--- config.mk ---
export PLATFORM = sky130hd
export DESIGN_NAME = lcd_top
export DESIGN_NICKNAME = d
export VERILOG_FILES = /design/src/logic/lcd_pkg.sv /design/src/logic/lcd_bus_timing.sv /design/src/logic/lcd_sequencer.sv /design/src/logic/lcd_host_port.sv /design/src/logic/lcd_top.sv
export SDC_FILE = /design/constraint.sdc
export NUM_CORES = 1
export LEC_CHECK = 0
export BUFFER_PORTS_ARGS = -buffer_cell sky130_fd_sc_hd__buf_2
export CORE_MARGIN = 1
export CORE_UTILIZATION = 50
export CTS_CLUSTER_SIZE = 14
export DETAILED_ROUTE_END_ITERATION = 10
export HOLD_SLACK_MARGIN = 0.15
export PLACE_DENSITY = 0.71
export SYNTH_ARGS = -nofsm -noshare
export SYNTH_HDL_FRONTEND = slang
export SYNTH_HIERARCHICAL = 1
export SYNTH_SLANG_ARGS = --single-unit
--- constraint.sdc ---
create_clock -name clk -period 3.5 [get_ports clk]
set_input_delay 0.175 -clock clk [delete_from_list [all_inputs] [get_ports clk]]
set_output_delay 0.175 -clock clk [all_outputs]
set_load 0.005 [all_outputs]
--- src/logic/lcd_pkg.sv ---
`default_nettype none

package lcd_pkg;

	typedef logic [7:0] lcd_byte_t;	// lcd data pins
	typedef logic [8:0] lcd_us_t;	// durations in microseconds
	typedef logic [6:0] lcd_cfg_t;	// {n, f, d, c, b, i_d, s}

	// one word on the lcd bus, rs in the top bit as on the host bus
	typedef struct packed {
		logic rs;
		logic rw;
		lcd_byte_t data;
	} lcd_word_t;

	typedef struct packed {
		lcd_word_t word;
		lcd_us_t hold_us;	// whole bus cycle length
	} lcd_cmd_t;

	// wait after reset before the first command
	localparam lcd_us_t powerup_us = 9'd500;

	// enable pulse shape, shared by every command
	localparam lcd_us_t e_rise_us = 9'd1;
	localparam lcd_us_t e_fall_us = 9'd14;

	localparam lcd_us_t host_hold_us = 9'd50;	// host command cycle

	// init command cycles, pulse plus settle wait
	localparam lcd_us_t init_hold_fs = 9'd60;	// function set
	localparam lcd_us_t init_hold_dc = 9'd60;	// display on/off
	localparam lcd_us_t init_hold_clr = 9'd210;	// clear is slow
	localparam lcd_us_t init_hold_em = 9'd110;	// entry mode

	typedef enum logic [2:0] {
		s_powerup,
		s_init_issue,
		s_init_wait,
		s_ready,
		s_host_wait
	} seq_state_t;

endpackage

`default_nettype wire

--- src/logic/lcd_bus_timing.sv ---
`timescale 1ns/1ps
`default_nettype none

module lcd_bus_timing
	import lcd_pkg::*;
#(
	parameter int clk_freq = 1,
	parameter int cnt_bits = 10
) (
	input logic clk,
	input logic reset,
	input lcd_cmd_t cmd,
	input logic cmd_start,
	output logic cmd_done,
	output logic e,
	output logic rs,
	output logic rw,
	output lcd_byte_t lcd_data
);

	localparam int rise_cycles = e_rise_us * clk_freq;
	localparam int fall_cycles = e_fall_us * clk_freq;
	localparam logic [cnt_bits-1:0] rise_cnt = cnt_bits'(rise_cycles);
	localparam logic [cnt_bits-1:0] fall_cnt = cnt_bits'(fall_cycles);

	lcd_cmd_t cmd_q;	// latched command
	logic active;
	logic [cnt_bits-1:0] cnt;	// cycle 0 is the one after cmd_start
	logic [cnt_bits-1:0] last_cnt;
	logic drive;

	assign last_cnt = cnt_bits'(cmd_q.hold_us * clk_freq - 1);

	always_ff @(posedge clk) begin
		if (reset) begin
			active <= 1'b0;
			cnt <= '0;
		end else if (active) begin
			if (cmd_done) begin
				active <= 1'b0;
				cnt <= '0;
			end else begin
				cnt <= cnt + 1'b1;
			end
		end else if (cmd_start) begin
			active <= 1'b1;
			cnt <= '0;
		end
	end

	always_ff @(posedge clk) begin
		if (!active && cmd_start) begin
			cmd_q <= cmd;
		end
	end

	assign cmd_done = active && (cnt == last_cnt);

	// pins released in the done cycle
	assign drive = active && !cmd_done;
	assign rs = drive && cmd_q.word.rs;
	assign rw = drive && cmd_q.word.rw;
	assign lcd_data = drive ? cmd_q.word.data : '0;

	assign e = active && (cnt >= rise_cnt) && (cnt < fall_cnt);

	// sequencer must wait for cmd_done before the next start
	a_start_idle: assert property (@(posedge clk) disable iff (reset)
		cmd_start |-> !active);

	// e only rises at the fixed offset into a bus cycle
	a_e_in_cycle: assert property (@(posedge clk) disable iff (reset)
		$rose(e) |-> $past(cmd_start, rise_cycles + 1));

endmodule

`default_nettype wire

--- src/logic/lcd_sequencer.sv ---
`timescale 1ns/1ps
`default_nettype none

module lcd_sequencer
	import lcd_pkg::*;
#(
	parameter int clk_freq = 1,
	parameter int cnt_bits = 10
) (
	input logic clk,
	input logic reset,
	input lcd_cfg_t init_cfg,
	input lcd_word_t pend_word,
	input logic pend_valid,
	output logic pend_taken,
	output lcd_cmd_t cmd,
	output logic cmd_start,
	input logic cmd_done,
	output logic busy
);

	localparam int host_cycles = host_hold_us * clk_freq;
	localparam logic [cnt_bits-1:0] powerup_last = cnt_bits'(powerup_us * clk_freq - 1);

	seq_state_t state;
	logic [cnt_bits-1:0] cnt;	// power-up delay
	logic [1:0] idx;	// init command index

	// init command table, option bits taken from cfg
	function automatic lcd_cmd_t init_cmd(input logic [1:0] i, input lcd_cfg_t cfg);
		lcd_cmd_t c;
		c.word.rs = 1'b0;
		c.word.rw = 1'b0;
		case (i)
			2'd0: begin
				c.word.data = {4'b0011, cfg[6], cfg[5], 2'b00};	// function set
				c.hold_us = init_hold_fs;
			end
			2'd1: begin
				c.word.data = {5'b00001, cfg[4], cfg[3], cfg[2]};	// display on/off
				c.hold_us = init_hold_dc;
			end
			2'd2: begin
				c.word.data = 8'b00000001;	// clear
				c.hold_us = init_hold_clr;
			end
			default: begin
				c.word.data = {6'b000001, cfg[1], cfg[0]};	// entry mode
				c.hold_us = init_hold_em;
			end
		endcase
		return c;
	endfunction

	always_ff @(posedge clk) begin
		if (reset) begin
			state <= s_powerup;
			cnt <= '0;
			idx <= '0;
		end else begin
			case (state)
				s_powerup: begin
					if (cnt == powerup_last) begin
						cnt <= '0;
						state <= s_init_issue;
					end else begin
						cnt <= cnt + 1'b1;
					end
				end
				s_init_issue: state <= s_init_wait;
				s_init_wait: begin
					if (cmd_done) begin
						if (idx == 2'd3) begin
							state <= s_ready;
						end else begin
							idx <= idx + 1'b1;
							state <= s_init_issue;
						end
					end
				end
				s_ready: if (pend_valid) state <= s_host_wait;
				s_host_wait: if (cmd_done) state <= s_ready;
				default: state <= s_powerup;
			endcase
		end
	end

	always_comb begin
		if (state == s_init_issue) begin
			cmd = init_cmd(idx, init_cfg);
		end else begin
			cmd.word = pend_word;	// host word, fixed cycle length
			cmd.hold_us = host_hold_us;
		end
	end

	assign cmd_start = (state == s_init_issue) || (state == s_ready && pend_valid);
	assign pend_taken = (state == s_host_wait) && cmd_done;
	assign busy = (state != s_ready);

	// host word finishes exactly one host cycle after its start
	a_taken_timing: assert property (@(posedge clk) disable iff (reset)
		pend_taken |-> $past(cmd_start, host_cycles));

endmodule

`default_nettype wire

--- src/logic/lcd_host_port.sv ---
`timescale 1ns/1ps
`default_nettype none

module lcd_host_port
	import lcd_pkg::*;
(
	input logic clk,
	input logic reset,
	input logic host_req,
	input lcd_word_t host_word,
	output logic host_ack,
	output lcd_word_t pend_word,
	output logic pend_valid,
	input logic pend_taken
);

	logic accept;

	// new request, nothing in flight
	assign accept = host_req && !host_ack && !pend_valid;

	always_ff @(posedge clk) begin
		if (reset) begin
			pend_valid <= 1'b0;
			host_ack <= 1'b0;
		end else begin
			if (accept) begin
				pend_valid <= 1'b1;
			end
			if (pend_taken) begin
				pend_valid <= 1'b0;
				host_ack <= 1'b1;
			end else if (host_ack && !host_req) begin
				host_ack <= 1'b0;	// req dropped, end of handshake
			end
		end
	end

	always_ff @(posedge clk) begin
		if (accept) begin
			pend_word <= host_word;
		end
	end

	// host keeps the word steady until it sees ack
	a_word_stable: assert property (@(posedge clk) disable iff (reset)
		(host_req && !host_ack) ##1 (host_req && !host_ack) |-> $stable(host_word));

endmodule

`default_nettype wire

--- src/logic/lcd_top.sv ---
`timescale 1ns/1ps
`default_nettype none

module lcd_top
	import lcd_pkg::*;
#(
	parameter int clk_freq = 1,	// cycles per microsecond
	parameter int cnt_bits = 10	// must hold 500*clk_freq
) (
	input logic clk,
	input logic reset,
	input lcd_cfg_t init_cfg,
	input logic host_req,
	input lcd_word_t host_word,
	output logic host_ack,
	output logic busy,
	output logic e,
	output logic rs,
	output logic rw,
	output lcd_byte_t lcd_data
);

	lcd_word_t pend_word;
	logic pend_valid;
	logic pend_taken;
	lcd_cmd_t cmd;
	logic cmd_start;
	logic cmd_done;

	lcd_host_port u_host (
		.clk(clk),
		.reset(reset),
		.host_req(host_req),
		.host_word(host_word),
		.host_ack(host_ack),
		.pend_word(pend_word),
		.pend_valid(pend_valid),
		.pend_taken(pend_taken)
	);

	lcd_sequencer #(
		.clk_freq(clk_freq),
		.cnt_bits(cnt_bits)
	) u_seq (
		.clk(clk),
		.reset(reset),
		.init_cfg(init_cfg),
		.pend_word(pend_word),
		.pend_valid(pend_valid),
		.pend_taken(pend_taken),
		.cmd(cmd),
		.cmd_start(cmd_start),
		.cmd_done(cmd_done),
		.busy(busy)
	);

	lcd_bus_timing #(
		.clk_freq(clk_freq),
		.cnt_bits(cnt_bits)
	) u_bus (
		.clk(clk),
		.reset(reset),
		.cmd(cmd),
		.cmd_start(cmd_start),
		.cmd_done(cmd_done),
		.e(e),
		.rs(rs),
		.rw(rw),
		.lcd_data(lcd_data)
	);

endmodule

`default_nettype wire

==> metrics.md <==
| Metric | Value |
|---|---|
| I/O Buffers | `32` |
| Total design power | `1.62 mW` |
| Post-Syn Area | `3040 um^2` |
| TritonCTS Buffers | `9` |
| CP cell instances | `or4_4 > or4b_1 > a211o_1 > a22oi_2 > and3_2 > nand2b_1 > nor3b_1 > mux2i_1 > nor2_1` |
| CP Depth | `9` |
| YS warnings | `6` |
| Startpoint Class | `register` |
| Clock Latency Late Sink | `330 ps` |
| DIE AREA | `6390 um^2` |
| Setup Skew | `7.59 ps` |
| Worst min path class | `in2reg` |
| First-pass GRT wire length | `9.03 mm` |
| Initial DRC Count | `51` |
| Die width | `79.9 um` |
| ANT nets after route | `0` |
| Largest net degree at the start of global routing | `21` |
| Crit path max-delay family | `simple AND/OR/NAND/NOR gates` |
| Max_slew headroom | `35.9%` |
| Leak | `1.38 nW` |
| Number of synthesized flops with an enable pin | `29` |
| Total grt overflow | `0` |
| Area Growth Syn to Fin | `16.2%` |
| Routing usage on met3 | `5.49%` |
| CTS root buffer | `clkbuf_8` |
| Slowest cell on crit path | `or4_4` |
| Clock transition at path regs | `70 ps` |
| DRC | `0` |
| Setup TNS | `0 ps` |
| Max rail drop VDD | `0.278 mV` |
| Synth async-reset ratio | `0%` |
| Synthesized flop and latch total | `57` |
| Power per cell area | `458 nW/um^2` |
| CP max FO | `6` |
| H-tree Lvls | `3` |
| N_diodes | `0` |
| Met2 usage | `31.7%` |
| Via count | `2,234` |
| Worst EP arrival | `3400 ps` |
| RSZ-0062 raised after global routing | `false` |
| Most frequent cells in the layout | `32 x buf_2, 32 x nor2_1, 29 x edfxtp_1, 28 x dfxtp_1, 20 x nand2_1` |
| Initial antenna violation count | `0` |
| Worst reg2reg setup slack | `320 ps` |
| Critical R2R Capture | `u_seq/idx[1]` |
| Worst EP required | `3720 ps` |
| CP peak stage delay | `520 ps` |
| CTS tree | `done` |
| Fin. max-slew vios | `0` |
| Post-CTS resize count | `0` |
| # rows | `28` |
| Crit Path Class | `reg2reg` |
| Area leader, netlist | `edfxtp_1` |
| Critical path destination | `u_seq/idx[1]` |
| Cells after synthesis | `300` |
| Drt via density | `5.31` |
| Bufs and invs on worst path | `0` |
| Crit path from | `u_bus/cmd_q[2]` |
| Final worst-path cycle share | `90.9%` |
| Top-area cell type share of the netlist area | `28.7%` |
| I/O pins | `33` |
| GRT busiest layer | `met2` |
| Syn avg cell area | `10.1 um^2` |
| Reg2reg start | `u_bus/cmd_q[2]` |
| Total Routing Usage GR | `18.8%` |
| Main synth FF type | `edfxtp_1` |
| Fraction of layout cells with a size suffix above 1 | `22.5%` |
| Core Region | `5890 um^2` |
| Vert. Die Dim | `79.9 um` |
| Crit path capture type | `register` |
| Unique cell type count in the Yosys netlist | `59` |
| CTS Sinks | `57` |
| Final Hold Viols | `0` |
| Vias in the first global route | `2,055` |
| Hold buffer count at cts | `11` |
| Setup violators final | `0` |
| Grt met1 use | `21.8%` |
| Final core utilization | `59.9%` |
| HPWL after DPL | `3.86 mm` |
| Worst slew pin tran | `958 ps` |
| Gpl congestion | `0.863` |
| Area contributors post-synth | `edfxtp_1 29%, dfxtp_1 18%, xor2_1 4.9%` |
| CTS max path bufs | `2` |
| Fmax | `314 MHz` |
| Initial Util | `51.6%` |
| Max-Cap Viols | `0` |
| DR WL/cell | `13.0 um` |
| Post-CTS Setup Inserts | `0` |
| Post-synthesis sequential area ratio | `47.2%` |
| Worst R2R Path Depth | `9` |
| Outcome | `completed` |
| Drt total wl | `5.48 mm` |
| Final Critical Period | `3180 ps` |
| DR pass1 iterations | `4` |
| # nets final | `372` |
## cell families (layout without fill, tap and decap cells)
logic type,Yosys count,count (layout),synth area share (%)
compound gates,41,41,9.56
other cells,1,2,0.124
mux,3,3,1.03
simple gates,137,137,26.2
buf+inv,27,72,4.74
flops,57,57,47.2
fa+ha+maj,11,11,4.53
xor+xnor,23,23,6.64
## report_power, final
group | switching (mW) | internal, mW
sequential | 0.0389 | 0.743
clock | 0.256 | 0.400
combinational | 0.0936 | 0.0858
## layer usage
layer  share of wire, %  vias up
li1                   -     1149
met1                 46     1039
met2                 49       36
met3                3.1       10
met4                1.9        0
met5                  0        -
## synth_stat cells, types with 2 or more instances
library cell  number
nor2_1            32
edfxtp_1          29
dfxtp_1           28
nand2_1           20
xor2_1            17
nor3_1            15
nand4_1           12
ha_1              11
inv_1             11
and2_4            10
o21ai_0           10
a21oi_1            8
and2_1             7
a31oi_1            6
clkbuf_1           6
xnor2_1            6
buf_4              5
nor2b_1            5
nor4_1             5
or2_2              4
and3_1             3
buf_6              3
nor3b_1            3
a221oi_1           2
and2b_2            2
and3b_1            2
and4_1             2
mux2i_1            2
nand3_1            2
nor4b_1            2
o211a_1            2
## sequential cells by signal, indices dropped and copies added, names as in the netlist
name / cells
u_bus/cmd_q: 19
u_bus/active: 1
u_host/pend_valid: 1
u_seq/cnt: 10
u_seq/idx: 2
u_host/pend_word: 10
u_host/host_ack: 1
u_bus/cnt: 10
u_seq/state: 3
## worst min-delay path by stage
stage            startpoint             endpoint  slack, ps  cells after the start
4_1_cts               reset         u_seq/cnt[1]        180                      2
3_3_place_gp   host_word[1]  u_host/pend_word[1]        350                      1
2_1_floorplan         reset      u_host/host_ack        250                      1
3_5_place_dp   host_word[0]  u_host/pend_word[0]        350                      1
6_report              reset       u_seq/state[2]        190                      2
5_1_grt               reset      u_host/host_ack        220                      2
## per-stage QoR
| step | setup WS [ps] | area (um^2) | hold WS, ps | cells |
|---|---|---|---|---|
| final | 318 | 3530 | 190 | 421 |
| after CTS | 302 | 3530 | 181 | 421 |
| after detailed placement | 332 | 3210 | 354 | 394 |
| after global routing | 109 | 3530 | 221 | 421 |
| after global placement | 394 | 3210 | 351 | 394 |
| after floorplan | 479 | 3040 | 247 | 301 |
## layout make-up
cell class | instances | area (um^2)
fill | 527 | 2360
multi-input combinational | 217 | 1460
sequential | 57 | 1430
timing repair buffer | 45 | 285
clock buffer | 11 | 131
tap | 75 | 93.8
clock inverter | 5 | 80.1
inverter | 11 | 41.3
Note: power is estimated with default switching activity, not from simulation.
